--- config.mk ---
export PLATFORM = sky130hd
export DESIGN_NAME = fabricEgress
export DESIGN_NICKNAME = d
export VERILOG_FILES = /design/src/hdl/tileMemPkg.sv /design/src/hdl/fabricEgress.sv /design/src/hdl/transFifo.sv
export SDC_FILE = /design/constraint.sdc
export NUM_CORES = 1
export LEC_CHECK = 0
export ABC_AREA = 1
export BUFFER_PORTS_ARGS = -buffer_cell sky130_fd_sc_hd__buf_2
export CAP_MARGIN = 20
export CORE_MARGIN = 3
export CORE_UTILIZATION = 45
export CTS_CLUSTER_SIZE = 12
export DETAILED_ROUTE_END_ITERATION = 8
export MAX_ROUTING_LAYER = met4
export PLACE_DENSITY = 0.7
export REMOVE_ABC_BUFFERS = 1
export SETUP_SLACK_MARGIN = 0.02
export SYNTH_ARGS = -nofsm -noshare
export SYNTH_HDL_FRONTEND = slang
export SYNTH_SLANG_ARGS = --single-unit
--- constraint.sdc ---
create_clock -name Clock -period 4.1 [get_ports Clock]
set_input_delay 0 -clock Clock [delete_from_list [all_inputs] [get_ports Clock]]
set_output_delay 0 -clock Clock [all_outputs]
set_load 0.005 [all_outputs]
--- src/hdl/tileMemPkg.sv ---
`default_nettype none

package tileMemPkg;

   // ================================================
   // Widths with a meaning
   // ================================================
   typedef logic [31:0] word;     // Data or address word
   typedef logic [3:0]  byteEn;   // One enable per byte lane
   typedef logic [7:0]  tileId;   // Tile number, address bits 31:24
   typedef logic [1:0]  opcode;   // Fabric transaction kind

   // Fabric opcodes
   localparam opcode OpRd    = 2'd0;
   localparam opcode OpWr    = 2'd1;
   localparam opcode OpRdRsp = 2'd2;

   // ================================================
   // Address map
   // ================================================
   localparam int RegionLsb = 20;
   localparam int RegionMsb = 23;

   localparam logic [3:0] IMemRegion = 4'd0;
   localparam logic [3:0] DMemRegion = 4'd1;

   localparam int  MemAdrsW   = 10;            // 1K words per memory
   localparam word WhoAmIAddr = 32'h00FF_FFFF; // Returns local tile id

   // ================================================
   // Bundles
   // ================================================
   // One fabric transaction, 74 bits
   typedef struct packed {
      word   address;
      word   data;
      opcode op;
      tileId requestorId;
   } tileTrans;

   // Fabric write towards the local memories
   typedef struct packed {
      word  adrs;
      word  data;
      logic iMemWrEn;
      logic dMemWrEn;
   } fabWrite;

   // Remote read tracker
   typedef enum logic {
      Idle,
      WaitRsp
   } rdState;

endpackage

`default_nettype wire
--- src/hdl/fabricEgress.sv ---
`timescale 1ns/1ps
`default_nettype none

module fabricEgress (
   input  wire                      Clock,
   input  wire                      arstN,
   input  wire                      rspPush,
   input  var tileMemPkg::tileTrans rspTrans,
   input  wire                      reqPush,
   input  var tileMemPkg::tileTrans reqTrans,
   output logic                     reqFull,
   input  wire                      fabReady,
   output logic                     outFabricValid,
   output tileMemPkg::tileTrans     outFabric,
   output logic                     fabricInReady
);
   import tileMemPkg::*;

   tileTrans rspHead;
   tileTrans reqHead;
   logic     rspEmpty;
   logic     reqEmpty;
   logic     rspAlmostFull;
   logic     candRsp;
   logic     candReq;
   logic     grantRsp;
   logic     grantReq;
   logic     lastReq;   // Last grant went to the request FIFO

   // Read responses to the fabric
   transFifo rspFifo (
      .Clock      (Clock),
      .arstN      (arstN),
      .push       (rspPush),
      .pushData   (rspTrans),
      .pop        (grantRsp),
      .popData    (rspHead),
      .full       (),
      .almostFull (rspAlmostFull),
      .empty      (rspEmpty)
   );

   // Core requests to other tiles
   transFifo reqFifo (
      .Clock      (Clock),
      .arstN      (arstN),
      .push       (reqPush),
      .pushData   (reqTrans),
      .pop        (grantReq),
      .popData    (reqHead),
      .full       (reqFull),
      .almostFull (),
      .empty      (reqEmpty)
   );

   // ================================================
   // Round-robin arbiter
   // ================================================
   assign candRsp  = !rspEmpty && fabReady;
   assign candReq  = !reqEmpty && fabReady;
   assign grantReq = candReq && (!candRsp || !lastReq);   // Alternate when both wait
   assign grantRsp = candRsp && !grantReq;

   always_ff @(posedge Clock or negedge arstN) begin
      if (!arstN) begin
         lastReq <= 1'b0;
      end else if (grantRsp || grantReq) begin
         lastReq <= grantReq;
      end
   end

   assign outFabricValid = grantRsp || grantReq;
   assign outFabric      = grantRsp ? rspHead :
                           grantReq ? reqHead :
                                      '0;

   assign fabricInReady = !rspAlmostFull;   // Stop fabric a cycle early

endmodule

`default_nettype wire

--- src/hdl/transFifo.sv ---
`timescale 1ns/1ps
`default_nettype none

module transFifo (
   input  wire                    Clock,
   input  wire                    arstN,
   input  wire                    push,
   input  var tileMemPkg::tileTrans pushData,
   input  wire                    pop,
   output tileMemPkg::tileTrans   popData,
   output logic                   full,
   output logic                   almostFull,
   output logic                   empty
);
   import tileMemPkg::*;

   tileTrans   entry [2];    // Two slots
   logic       wrPtr;
   logic       rdPtr;
   logic [1:0] count;        // 0..2 entries held
   logic       doPush;
   logic       doPop;

   assign doPush = push && !full;    // Drop when full
   assign doPop  = pop && !empty;

   // Pointers and occupancy
   always_ff @(posedge Clock or negedge arstN) begin
      if (!arstN) begin
         wrPtr <= 1'b0;
         rdPtr <= 1'b0;
         count <= 2'd0;
      end else begin
         if (doPush) wrPtr <= ~wrPtr;
         if (doPop)  rdPtr <= ~rdPtr;
         count <= count + {1'b0, doPush} - {1'b0, doPop};
      end
   end

   always_ff @(posedge Clock) begin
      if (doPush) begin
         entry[wrPtr] <= pushData;
      end
   end

   assign popData    = entry[rdPtr];       // Show-ahead
   assign full       = (count == 2'd2);
   assign almostFull = (count != 2'd0);    // One slot of margin left
   assign empty      = (count == 2'd0);

endmodule

`default_nettype wire

Word-level counts from Yosys, hierarchy flattened
Memories as Yosys holds them, arrays and structs flattened.
Cells that the tools add are included.
W data, S select, Z words.

storage, ports and cells
  word-level logic and storage cells = 46
  input port bits = 153
  memories kept = 2
  memory bits (read-only) = 0
  output and inout port bits = 77
  flip-flop bits (word level) = 9
  latch bits = 0
  bits in writable memories = 296

cells by class
  $mul = 0
  $lt $le $gt $ge = 0
  add/sub/neg operators = 4
  equal/unequal tests = 2
  div/mod/pow operators = 0
  shift-type cells = 0
  muxes and demuxes = 6
  reduce and logical (&&, ||, !) cells = 21
  bitwise logic cells = 4

memory list
  name           words  bits a word  read ports  clocked after memory_dff  wr ports  RTL line         text
  reqFifo.entry  2      74           1           0                         1         transFifo.sv:17  tileTrans entry [2];
  rspFifo.entry  2      74           1           0                         1         transFifo.sv:17

operator list
  kind                  number
  $mux W74              2
  $logic_and A1 B1 Y1   8
  $logic_not A1 Y1      8
  $add A2 B1 Y2         2
  $eq A2 B2 Y1 const B  2
  $logic_not A2 Y1      2
  $mux W1               4
  $not A1 Y1            4
  $sub A2 B1 Y2         2
  $logic_or A1 B1 Y1    2
  $reduce_bool A2 Y1    1

Depth between registers and ports, before layout
  depth after elaboration = 10
  depth in mapped cells = 10
  gate-level depth less buffers = 9

Hierarchy
Synthesis repeated with hierarchy kept, for this count alone.

second synthesis, totals
  cells, all modules = 1,108
  area, all modules = 12,639.6 µm²

by module, submodules not included
  module        seq. area each (µm²)  times used  area each (µm²)  cells an instance
  transFifo     4,544.4               2           5,602.9          420
  fabricEgress  25.0                  1           1,433.9          268

Worst setup path before layout
OpenSTA, ideal clock, no wires.

  path kind = register to register
  start point = reg reqFifo.count[1]
  end point = mem reqFifo.entry[1][0] (netlist name), enable pin
  slack = -0.106 ns
  clock period less this slack = 4.206 ns
  cell stages (with the launch flop) = 4
  data arrival time = 3.698 ns
  cells stage by stage = dfrtp_1 inv_1 o21ai_0 nor2_1

on the way
  longest elaborated chain between the ends = 5

RTL lines
  what                           RTL line         text
  start, declared                transFifo.sv:20  logic [1:0] count;
  start signal, assigned         transFifo.sv:36  count <= count + {1'b0, doPush} - {1'b0, doPop};
  $eq A2 B2 Y1                   transFifo.sv:47  assign full = (count == 2'd2);
  $logic_not A1 Y1               transFifo.sv:24  assign doPush = push && !full;
  $logic_and A1 B1 Y1            transFifo.sv:24
  $mux W1                        transFifo.sv:41  if (doPush) begin
  $mux W1 (implied by the code)  transFifo.sv:42  entry[wrPtr] <= pushData;
  end, declared                  transFifo.sv:17

Every way passes these cells.

==> results.cfg <==
[power_and_ir_drop]
clkPwrFrac = 0.260
p_int_mw = 7.065
pwr-share-comb = 0.323
power_density_nw_per_um2 = 666.0
cellLeakagePower_nw = 7.135
finalPower_mw = 10.81
p_sw_frac = 0.3465
vdd_drop_max_uv = 473.5
p_switching_mw = 3.746
seqPwrFrac = 0.417

[placed_design]
placedCellCount = 1601
placed_area_um2 = 13710
place.gp.congestion = 0.7631
post-place-ws_ns = 1.619
portBuffers = 229
hpwlAfterDp_um = 17810

[logic_synthesis]
yosys_warnings = 0
ys_ff_latch = 305
synth_ff_type = edfxtp_1
netlist-cell-type-count = 19
syn-mean-instance-area_um2 = 11.39
seq_area_frac_synth = 0.7421
synthCells = 1078
synthTopCellsByArea = edfxtp_1 72%, nand2_1 18%, nand3_1 3.1%
synth_most_common_cell = nand2_1
synthesis.area_um2 = 12280
synth-edff-count = 296
yosysTopAreaCell = edfxtp_1
synth_common_cells = 603 x nand2_1, 296 x edfxtp_1, 75 x nand3_1
async_flop_share = 0.02951
yosysTopAreaCellShare = 0.7238

[timing]
hold_violations = 0
period_share = 0.7332
timing.fmax_mhz = 332.7
worst_slew_pin_slew_ns = 1.095
finalSetupViolations = 0
finalClockSkew_ns = 0.01424
tns_ns = 0
period_minus_slack_ns = 3.006
max_slew_margin = 0.2702
rsz0062_at_grt = no
maxSlewViolCount = 0
timing.final.ws_setup_ns = 1.094
whs_ns = 0.1850

[global_route]
grt_usage = 0.2235
grt_overflow_total = 0
grt_max_degree = 80
antenna_found_initial = 1
first_global_vias = 9356
grt_pass1_wl_um = 49620

[finish]
nNetsFinal = 1610
n_fill_cell = 2053
instances_no_fill = 1808
drive_above_1_share = 0.2014
stdcell_area_um2 = 16230
synthToLayoutAreaGrowth_pct = 32.18
finish.utilization = 0.6142

[clocking]
htree_levels = 2
cts_tree = done
clockBufferDepth = 3
clockRootBuffer = clkbuf_16
cts_setup_buffers = 0
numCtsBuffers = 34
cts.clk_slew.worst_paths_ns = 0.06
clock_latency_ns = 0.50
cts_sinks = 305

[die]
die_h_um = 171.2
dieArea_um2 = 29310
ios = 230
die_w_um = 171.2
start_util = 0.4647
num_rows = 59
placeableCoreArea_um2 = 26430

[drt]
routedWlPerCell_um = 17.82
via_count = 9138
finalWirelength_um = 32210
vias_per_cell = 5.054
drt_iter0_markers = 772
drtPass1Iterations = 5
drc = 0
ant_nets = 0

[worst_setup_path]
critPathCaptureType = primary output
cp.required_ns = 4.10
worst-setup-path-type = reg -> out
cp_max_fo = 47
arrival_ns = 3.01
critPathLaunchType = register

[flow_run]
drv_cap = 0

[hold_path]
hp-class = in -> reg

[outcome]
status = finished clean
[worst paths after layout]
check	cells after the start	start	slack, ns	endpoint
hold reg to reg	2	lastReq	0.49	lastReq
min in group asynchronous	3	arstN	0.52	lastReq
max in group asynchronous	3	arstN	3.24	rspFifo.rdPtr
hold / removal	4	reqPush	0.19	reqFifo.count[0]
setup / recovery	7	rspFifo.rdPtr	1.09	outFabric[54]
setup reg to reg	9	rspFifo.count[1]	1.75	rspFifo.count[1]
[layout by cell type (no fill, tap or decap)]
master	instances
inv_1	12
buf_4	13
o21ai_0	1
edfxtp_1	296
o21ai_1	1
nor2_4	5
nand3_1	75
bufinv_16	2
ha_1	4
inv_2	3
clkinv_2	2
dlygate4sd3_1	151
nand2_1	603
buf_2	229
inv_6	1
nand2_4	1
xnor2_1	4
nor2_1	7
buf_12	2
nor2_2	1
dfrtp_1	7
clkinv_1	4
diode_2	3
clkbuf_16	35
dfrtp_2	2
clkbuf_1	9
[cell families (layout without fill, tap and decap cells)]
| logic type | Yosys count | after routing | share of synthesized area |
|---|---|---|---|
| AO/OA/AOI/OAI | 2 | 2 | 0.0008143 |
| XOR/XNOR | 4 | 4 | 0.002852 |
| adder cells (fa/ha/maj) | 4 | 4 | 0.004076 |
| buffers and inverters | 71 | 463 | 0.02995 |
| flip-flops | 305 | 305 | 0.7421 |
| other | 0 | 3 | 0 |
| AND/OR/NAND/NOR | 692 | 692 | 0.2202 |
[power groups by stage]
| stage | Clock (mW) | Combinational, mW | Sequential (mW) |
|---|---|---|---|
| after global placement | 0 | 3.28 | 4.54 |
| final | 2.81 | 3.49 | 4.51 |
| after floorplan | 0 | 1.86 | 4.67 |
| after global routing | 2.99 | 3.94 | 4.58 |
| after detailed placement | 0 | 3.35 | 4.57 |
| after CTS | 2.86 | 3.49 | 4.51 |
[metal layers]
metal,GRT usage,part of all wire,wire length [µm]
met5,-,0,0
met4,0.05983,0.021,665
met3,0.04252,0.071,2293
met2,0.3775,0.50,16210
met1,0.2801,0.40,13040
[final cells by class]
type,count,area [µm²],area share
sequential,305,9116,0.5616
multi-input combinational,702,2834,0.1746
timing repair buffer,395,2795,0.1722
clock buffer,44,909.6,0.05604
tap,335,419.2,0.02582
clock inverter,9,93.84,0.005781
inverter,15,56.30,0.003469
antenna,3,7.507,0.0004625
[worst max-delay path, stage by stage (launching register included)]
cell     delay (ns)
dfrtp_2        0.65
inv_2          0.78
buf_4          0.48
nand2_1        0.14
nand2_1        0.10
nand3_1        0.09
nand2_1        0.12
buf_2          0.11
[repair_timing]
action | CTS | global route
hold buffers | 151 | 0
resized for setup | 0 | 0
hold endpoints to repair | 307 | 0
[state kept, by name (all words and copies together), names as in the netlist]
| name | count |
|---|---|
| reqFifo.wrPtr | 1 |
| reqFifo.entry | 148 |
| reqFifo.count | 2 |
| rspFifo.entry | 148 |
| rspFifo.rdPtr | 1 |
| rspFifo.wrPtr | 1 |
| rspFifo.count | 2 |
| lastReq | 1 |
| reqFifo.rdPtr | 1 |
No activity file was read; power rests on OpenSTA's default activity.
