`src/hdl/tileMemPkg.sv`:
```
`default_nettype none

package tileMemPkg;

   // ================================================
   // Widths with a meaning
   // ================================================
   typedef logic [31:0] word;     // Data or address word
   typedef logic [3:0]  byteEn;   // One enable per byte lane
   typedef logic [7:0]  tileId;   // Tile number, address bits 31:24
   typedef logic [1:0]  opcode;   // Fabric transaction kind

   // Fabric opcodes
   localparam opcode OpRd    = 2'd0;
   localparam opcode OpWr    = 2'd1;
   localparam opcode OpRdRsp = 2'd2;

   // ================================================
   // Address map
   // ================================================
   localparam int RegionLsb = 20;
   localparam int RegionMsb = 23;

   localparam logic [3:0] IMemRegion = 4'd0;
   localparam logic [3:0] DMemRegion = 4'd1;

   localparam int  MemAdrsW   = 10;            // 1K words per memory
   localparam word WhoAmIAddr = 32'h00FF_FFFF; // Returns local tile id

   // ================================================
   // Bundles
   // ================================================
   // One fabric transaction, 74 bits
   typedef struct packed {
      word   address;
      word   data;
      opcode op;
      tileId requestorId;
   } tileTrans;

   // Fabric write towards the local memories
   typedef struct packed {
      word  adrs;
      word  data;
      logic iMemWrEn;
      logic dMemWrEn;
   } fabWrite;

   // Remote read tracker
   typedef enum logic {
      Idle,
      WaitRsp
   } rdState;

endpackage

`default_nettype wire
```
`src/hdl/fabricTarget.sv`:
```
`timescale 1ns/1ps
`default_nettype none

module fabricTarget (
   input  wire                      Clock,
   input  wire                      arstN,
   input  var tileMemPkg::tileId    localTile,
   input  wire                      inFabricValid,
   input  var tileMemPkg::tileTrans inFabric,
   output tileMemPkg::fabWrite      fabWr,
   input  var tileMemPkg::word      iMemRdData,
   input  var tileMemPkg::word      dMemRdData,
   output logic                     rspPush,
   output tileMemPkg::tileTrans     rspTrans
);
   import tileMemPkg::*;

   logic [3:0] region;
   logic       iHit;
   logic       dHit;
   logic       isWr;
   logic       rdReq;
   logic       iHitQ1;
   logic       dHitQ1;
   word        rspAdrsQ1;

   assign region = inFabric.address[RegionMsb:RegionLsb];
   assign iHit   = (region == IMemRegion);
   assign dHit   = (region == DMemRegion);
   assign isWr   = inFabricValid && (inFabric.op == OpWr);
   assign rdReq  = inFabricValid && (inFabric.op == OpRd);

   // ================================================
   // Writes into local memories
   // ================================================
   always_comb begin
      fabWr.adrs     = inFabric.address;
      fabWr.data     = inFabric.data;
      fabWr.iMemWrEn = isWr && iHit;
      fabWr.dMemWrEn = isWr && dHit;
   end

   // ================================================
   // Read response, one cycle after the request
   // ================================================
   always_ff @(posedge Clock or negedge arstN) begin
      if (!arstN) begin
         rspPush <= 1'b0;
      end else begin
         rspPush <= rdReq;
      end
   end

   always_ff @(posedge Clock) begin
      iHitQ1    <= iHit;
      dHitQ1    <= dHit;
      rspAdrsQ1 <= {inFabric.requestorId, inFabric.address[23:0]};   // Back to requestor
   end

   always_comb begin
      rspTrans.address     = rspAdrsQ1;
      rspTrans.data        = iHitQ1 ? iMemRdData :   // IMEM wins
                             dHitQ1 ? dMemRdData :
                                      '0;
      rspTrans.op          = OpRdRsp;
      rspTrans.requestorId = localTile;
   end

endmodule

`default_nettype wire

```
`config.mk`:
```
export PLATFORM = sky130hd
export DESIGN_NAME = fabricTarget
export DESIGN_NICKNAME = d
export VERILOG_FILES = /design/src/hdl/tileMemPkg.sv /design/src/hdl/fabricTarget.sv
export SDC_FILE = /design/constraint.sdc
export NUM_CORES = 1
export LEC_CHECK = 0
export ABC_AREA = 0
export BUFFER_PORTS_ARGS = -buffer_cell sky130_fd_sc_hd__buf_4
export CORE_AREA = 3 3 113 115
export DETAILED_ROUTE_END_ITERATION = 8
export DIE_AREA = 0 0 116 118
export GPL_ROUTABILITY_DRIVEN = 0
export PLACE_DENSITY_LB_ADDON = 0.1
export SETUP_SLACK_MARGIN = 0.05
export SKIP_CTS_REPAIR_TIMING = 1
export SLEW_MARGIN = 20
export SYNTH_ARGS = -nofsm -noshare
export SYNTH_HDL_FRONTEND = slang
export SYNTH_SLANG_ARGS = --single-unit
export TNS_END_PERCENT = 20
```
`constraint.sdc`:
```
create_clock -name Clock -period 1.9 [get_ports Clock]
set_clock_uncertainty 0.15 [all_clocks]
set_input_delay 0.19 -clock Clock [delete_from_list [all_inputs] [get_ports Clock]]
set_output_delay 0.19 -clock Clock [all_outputs]
set_load 0.01 [all_outputs]
```
# After elaboration in Yosys (flattened, before gate mapping)
# Cells that the tools add are included.
# op_classes
n_eq_ne	2
n_mux	2
reduce_logical	6
# ops
cell	n
$mux W32	2
$eq A4 B1 Y1 const B	1
$logic_and A1 B1 Y1	4
$logic_not A4 Y1	1
$eq A2 B1 Y1 const B	1
$logic_not A2 Y1	1
# word_totals
register_bits	35
input_bits	149
wordCells	14

# Longest topological paths before layout
# Gate-level depths: netlist of run 1.
# logic_depth
depth_word	3
ltp_mapped	4
mapped_depth_nobuf	2

# Least setup slack after synthesis of run 1
# Ideal clock, no wire load.
# synth_timing
path_type	register to output
from	register iHitQ1
to	output rspTrans[39] (netlist bit)
arrival_ns	0.886
slack_ns	0.674
stages_incl_launch_ff	4
n_path_buf	2
path_cell_list	dfxtp_1 -> buf_2 -> buf_2 -> o21ai_0
# synth_lines
item	line	rtl
start: declaration	fabricTarget.sv:23	logic iHitQ1;
start signal: assignment	fabricTarget.sv:55	iHitQ1 <= iHit;
end: declaration	fabricTarget.sv:14	output tileMemPkg::tileTrans rspTrans

==> summary.txt, run 1 <==
Status
  • Status: complete, no violations

Die
  • Initial core utilization: 14.1%
  • Die Area: 13,700 um2
  • Row cnt: 40
  • Top Ports: 290
  • Die X-Extent: 116 um
  • Core Area: 11,900 um2
  • Die height: 118 um

Min path
  • Worst min-delay path category: input port to async pin

Clock tree
  • CTS root buffer: clkbuf_16
  • Sink Count: 35
  • TritonCTS buffer count: 5
  • CTS tree: yes
  • H-tree depth: 2
  • CTS max path bufs: 2
  • Clock slew at reported path FFs: 0.06 ns

Global routing
  • Total grt overflow: 0
  • Initial antenna violation count: 0
  • Largest net degree at the start of global routing: 19
  • First-pass GRT wire length: 9240 um
  • Vias in the first global route: 1,552
  • Gr usage total: 8.94%

Placed design
  • DP HPWL: 5870 um
  • Buffers added on ports: 191
  • Area after DPL: 2710 um2

Synth
  • Top-area cell type share of the netlist area: 40.6%
  • Synth warn: 0
  • Flops & latches, synth: 35
  • Cell variety after synth: 14
  • Syn avg cell area: 10.6 um2
  • Cells after Synth: 158
  • Sequential area share after synthesis: 42.1%
  • Leading area contributor after synthesis: dfxtp_1
  • Synth Cell Area: 1680 um2
  • Main area contributors after synthesis: dfxtp_1 (41%), buf_4 (33%), a22o_1 (16%)
  • Syn_nets: 307

STA
  • FMAX: 612 MHz
  • Period utilisation layout: 86.0%
  • Setup TNS: 0 ns
  • Tmin final: 1.63 ns
  • RSZ-0062 raised after global routing: false
  • Final Hold Vio Count: 0
  • Final Setup Violations: 0
  • Final Max Slew Viols: 0

Worst setup path
  • Crit end category: primary output
  • Startpoint Class: flip-flop
  • CP Data Required Time: 1.56 ns
  • Crit-path max FO: 16
  • WP data arrival: 1.29 ns
  • Crit path kind: flip-flop to primary output

Finish
  • Fillers: 1,284
  • Diodes inserted: 0
  • Most frequent cells in the layout: buf_4 (195), dlygate4sd3_1 (37), dfxtp_1 (34)
  • Final #Nets: 465
  • Most common cell after layout, fill and taps aside: buf_4
  • Share of post-route cells with drive strength above 1: 65.0%
  • Storage cell area: 706 um2
  • Final Cell Area: 3260 um2
  • P&R area growth vs syn: 94.5%
  • Footprint of the multi-input gates: 360 um2

Drt
  • Final ANT Viol Nets: 0
  • Routed WL: 7270 um
  • Vias per cell: 3.59
  • Residual DRC count: 0
  • Routed wirelength normalized by instance count: 15.7 um
  • Initial DRT Pass Iterations: 4
  • DR iter-0 viols: 36
  • DR vias: 1,668

Pwr
  • PwrDens: 671 nW/um2
  • VDD IR max: 0.393 mV
  • Leakage: 1.64 nW

Flow run
  • Maximum capacitance violations: 0
through the flow:
step	total power [mW]	instances	util [%]	hold slack (ns)	worst slack, ns
4_1_cts	2.17	427	24.2	-0.487	0.224
3_3_place_gp	1.20	419	22.8	-0.184	0.515
5_1_grt	2.29	464	27.4	0.0787	0.133
6_report	2.19	464	27.4	0.0860	0.266
2_1_floorplan	1.03	158	-	-0.256	0.674
3_5_place_dp	1.20	419	22.8	-0.183	0.542
state kept, by name (all words and copies together), names as in the netlist:
name       count
dHitQ1         1
iHitQ1         1
rspPush        1
rspAdrsQ1     32
routing by layer:
layer	GRT usage [%]	part of all wire [%]	vias to the layer above
met2	15.9	52	153
met3	5.19	16	10
met5	0	0	-
li1	-	-	777
met1	8.34	31	728
met4	3.19	1.3	0
cell usage after synthesis:
cell	number
a22o_1	31
and4b_1	2
buf_2	4
buf_4	74
buf_6	3
conb_1	2
dfrtp_1	1
dfxtp_1	34
nand2_1	2
nor2b_4	1
nor3b_1	1
nor4_2	1
nor4b_2	1
o21ai_0	1
area by class of cell:
type	instances	share of cell area, %
multi-input cells	42	11.1
well taps	147	5.65
clock inverters	2	1.08
flip-flops and latches	35	21.7
repair buffers	232	56.3
clock buffers	6	4.26
logic make-up after synthesis:
kind of cell	share of synthesized area, %
other	0.448
DFF	42.1
buffers and inverters	36.4
AOI/OAI and AO/OA	16.5
and+or+nand+nor	4.56
power by group:
group | switching [mW] | internal, mW | leakage, nW
Sequential | 0.00989 | 0.773 | 0.300
Clock | 0.301 | 0.652 | 0.0868
Combinational | 0.155 | 0.296 | 1.26
worst max-delay path, cell delays in order (launching register included):
cell and delay (ns):
dfxtp_1 0.33, nor2b_4 0.15, buf_4 0.22, a22o_1 0.18, buf_4 0.13
worst paths after layout:
check | start | to | slack (ns) | depth (start not counted)
worst max-delay path | dHitQ1$_DFF_P_ | rspTrans[38] | 0.27 | 4
worst min-delay path | arstN | rspPush$_DFF_PN0_ | 0.09 | 2
max in group asynchronous | arstN | rspPush$_DFF_PN0_ | 1.43 | 2
min in group Clock | inFabric[13] | fabWr[5] | 0.23 | 0
Power figures use the tool's default switching activity.
==> run 2: changes to the inputs <==
RECOVER_POWER = 50   (was unset)
==> run 2 against run 1 <==
Largest cell class unchanged; design area fell by 1.3%; global-route usage did not move; sequential cell count did not move.
==> summary.txt, run 2 (same netlist as run 1, synthesis figures left out) <==
Finish
  • Diodes inserted: 0
  • Fillers: 1,296
  • Most common cell after layout, fill and taps aside: buf_4
  • Share of post-route cells with drive strength above 1: 61.5%
  • Final #Nets: 465
  • Final cell count without fillers: 464
  • Number of flip-flops in the largest register: 32
  • Fin util: 27.0%
  • Biggest register: rspAdrsQ1
  • Most frequent cells in the layout: buf_4 (156), dlygate4sd3_1 (37), dfxtp_1 (34)
  • P&R area growth vs syn: 92.0%

Die
  • Die height: 118 um
  • Die X-Extent: 116 um
  • Initial core utilization: 14.1%
  • Top Ports: 290
  • Die Area: 13,700 um2
  • Row cnt: 40
  • Core Area: 11,900 um2

Clock tree
  • CTS root buffer: clkbuf_16
  • Clock slew at reported path FFs: 0.06 ns
  • Sink Count: 35
  • CTS max path bufs: 2
  • TritonCTS buffer count: 5
  • CTS tree: yes
  • H-tree depth: 2

Worst setup path
  • Crit-path max FO: 16
  • CP max stage delay: 0.33 ns
  • Startpoint Class: flip-flop
  • Critical-path top delay cell: dfxtp_1
  • Top delay family on crit path: buffers and inverters
  • Worst path most repeated cell: buf_4
  • WP data arrival: 1.29 ns
  • Critical path, cell by cell: nor2b_4 > buf_4 > a22o_1 > buf_4
  • Crit path kind: flip-flop to primary output
  • CP Data Required Time: 1.56 ns
  • Crit end category: primary output
  • Buf/Inv on CP: 2

Global routing
  • Gr usage total: 8.94%
  • Vias in the first global route: 1,552
  • Initial antenna violation count: 0
  • First-pass GRT wire length: 9240 um
  • Total grt overflow: 0
  • Largest net degree at the start of global routing: 19

Drt
  • Initial DRT Pass Iterations: 4
  • DR vias: 1,675
  • Final ANT Viol Nets: 0
  • DR iter-0 viols: 31
  • Routed WL: 7240 um
  • Routed wirelength normalized by instance count: 15.6 um
  • Vias per cell: 3.61
  • Residual DRC count: 0

Pwr
  • PwrDens: 675 nW/um2
  • Design Power: 2.17 mW
  • VDD IR max: 0.393 mV
  • Leakage: 1.60 nW

STA
  • FMAX: 612 MHz
  • Final Max Slew Viols: 0
  • Setup TNS: 0 ns
  • Period utilisation layout: 86.0%
  • Hold_ws: 0.102 ns
  • Tmin final: 1.63 ns
  • Final Hold Vio Count: 0
  • RSZ-0062 raised after global routing: false
  • Final Setup Violations: 0

Flow run
  • Maximum capacitance violations: 0

Placed design
  • Buffers added on ports: 191
  • DP Cell Count: 419
  • DP HPWL: 5870 um

Status
  • Status: complete, no violations

Min path
  • Worst min-delay path category: input port to async pin
## run 2: worst max path at each step
stage	from	slack, ns	end	cells after the start
finish	dHitQ1$_DFF_P_	0.27	rspTrans[38]	4
CTS	dHitQ1$_DFF_P_	0.22	rspTrans[33]	4
detailed placement	inFabric[63]	0.54	fabWr[0]	4
global route	dHitQ1$_DFF_P_	0.13	rspTrans[40]	4
global placement	dHitQ1$_DFF_P_	0.52	rspTrans[33]	4
floorplan	iHitQ1$_DFF_P_	0.67	rspTrans[39]	3
## run 2: area by class of cell
| type | instances | area [um2] | area share [%] |
|---|---|---|---|
| clock inverter | 2 | 35.0 | 1.09 |
| clock buffer | 6 | 139 | 4.32 |
| tap | 147 | 184 | 5.72 |
| multi-input combinational | 42 | 360 | 11.2 |
| timing repair buffer | 232 | 1790 | 55.7 |
| sequential | 35 | 706 | 21.9 |
## run 2: power breakdown
part	total (mW)	switching (mW)	internal [mW]
Sequential	0.783	0.00984	0.773
Clock	0.951	0.300	0.652
Combinational	0.437	0.154	0.284
## run 2: routing by layer
layer  up-vias  GRT usage (%)  share of wire, %
li1        784              -                 -
met1       726           8.34                31
met2       155           15.9                52
met3        10           5.19                16
met4         0           3.19               1.3
met5         -              0                 0
## run 2: through the flow
step                instance area, um2  setup slack [ns]
global route                      3220             0.133
detailed placement                2710             0.542
floorplan                         1680             0.674
finish                            3220             0.267
CTS                               2890             0.224
global placement                  2710             0.515
==> run 3: changes to the inputs <==
CORE_AREA = 5 5 109 111   (was 3 3 113 115)
DIE_AREA = 0 0 114 116   (was 0 0 116 118)
==> run 3 against run 2 <==
Clock power shrank 44%; core utilization grew 1.9 points; die area shrank 3.4%; cell count shrank 2.2%; via count grew 2.4%; global-route usage grew 1.4 points; critical endpoint is now rspTrans[17]; largest cell class unchanged; highest routed layer is now met5.
==> summary.txt, run 3 (same netlist as run 1, synthesis figures left out) <==
Finish
  • Diodes inserted: 0
  • Most common cell after layout, fill and taps aside: buf_4
  • Final #Nets: 463
  • Most frequent cells in the layout: buf_4 (154), dlygate4sd3_1 (37), dfxtp_1 (34)
  • Number of flip-flops in the largest register: 32
  • Biggest register: rspAdrsQ1
  • Share of post-route cells with drive strength above 1: 59.9%
  • P&R area growth vs syn: 84.5%

Status
  • Status: complete, no violations

Clock tree
  • Clock slew at reported path FFs: 0.06 ns
  • Sink Count: 35
  • CTS root buffer: clkbuf_8
  • H-tree depth: 2
  • TritonCTS buffer count: 5
  • CTS tree: yes
  • CTS max path bufs: 2

Worst setup path
  • Crit-path max FO: 31
  • Worst setup path start: dHitQ1$_DFF_P_
  • WP data arrival: 1.40 ns
  • CP Data Required Time: 1.56 ns
  • Crit path kind: flip-flop to primary output
  • Crit end category: primary output
  • Startpoint Class: flip-flop
  • CP Capture Point: rspTrans[17]

Global routing
  • Total grt overflow: 0
  • Vias in the first global route: 1,739
  • Initial antenna violation count: 0
  • Gr usage total: 10.3%
  • Largest net degree at the start of global routing: 34
  • First-pass GRT wire length: 10,300 um

Die
  • Top Ports: 290
  • Die X-Extent: 114 um
  • Row cnt: 38
  • Die Area: 13,200 um2
  • Die height: 116 um
  • Initial core utilization: 15.7%
  • Core Area: 10,700 um2

Placed design
  • Buffers added on ports: 191
  • DP HPWL: 6480 um

Drt
  • Vias per cell: 3.78
  • Final ANT Viol Nets: 0
  • Routed WL: 7860 um
  • Routed wirelength normalized by instance count: 17.3 um
  • Initial DRT Pass Iterations: 4
  • DR vias: 1,716
  • DR iter-0 viols: 93
  • Residual DRC count: 0

STA
  • Final Max Slew Viols: 0
  • RSZ-0062 raised after global routing: false
  • Tmin final: 1.74 ns
  • Period utilisation layout: 91.5%
  • FMAX: 575 MHz
  • Hold_ws: 0.0871 ns
  • Final Setup Violations: 0
  • Final Hold Vio Count: 0
  • Setup TNS: 0 ns

Pwr
  • PwrDens: 568 nW/um2
  • VDD IR max: 0.496 mV
  • Leakage: 1.53 nW

Min path
  • Worst min-delay path category: input port to async pin

Flow run
  • Maximum capacitance violations: 0
run 3: cell type report:
cell class	count	area [um2]
clock buffer	6	82.6
clock inverter	1	5.00
fill	1142	7610
multi-input combinational	42	360
sequential	35	706
tap	140	175
timing repair buffer	230	1760
run 3: metal layers:
layer | wire length [um] | share of wire (%) | global-route usage [%]
met2 | 3750 | 48 | 17.3
met5 | 51 | 0.65 | 2.96
met4 | 81 | 1.0 | 2.85
met3 | 1410 | 18 | 7.83
met1 | 2560 | 33 | 9.78
run 3: power by group:
group | leakage [nW] | switching [mW] | total (mW) | internal, mW
clock | 0.0470 | 0.252 | 0.537 | 0.284
combinational | 1.19 | 0.156 | 0.436 | 0.279
sequential | 0.300 | 0.0101 | 0.782 | 0.772
run 3: per-stage QoR:
stage	utilization (%)	power, mW	setup WS (ns)	cell area (um2)	cells
finish	28.9	1.75	0.162	3090	454
detailed placement	25.1	1.20	0.446	2690	410
global route	28.9	1.85	0.0962	3090	454
global placement	25.1	1.20	0.448	2690	410
CTS	26.0	1.75	0.127	2780	417
floorplan	-	1.03	0.674	1680	158
run 3: worst min-delay path by stage:
stage / from / endpoint / slack [ns] / cells past startpoint
after detailed placement: arstN / rspPush$_DFF_PN0_ / -0.18 / 1
after global routing: arstN / rspPush$_DFF_PN0_ / 0.1 / 2
final: arstN / rspPush$_DFF_PN0_ / 0.09 / 2
after CTS: arstN / rspPush$_DFF_PN0_ / -0.48 / 1
after global placement: arstN / rspPush$_DFF_PN0_ / -0.18 / 1
after floorplan: arstN / rspPush$_DFF_PN0_ / -0.26 / 0
run 3: critical path, cell delays in order (launching register included):
cell     delay, ns
dfxtp_1       0.33
nor2b_4       0.13
buf_4         0.32
a22o_1        0.21
buf_4         0.13
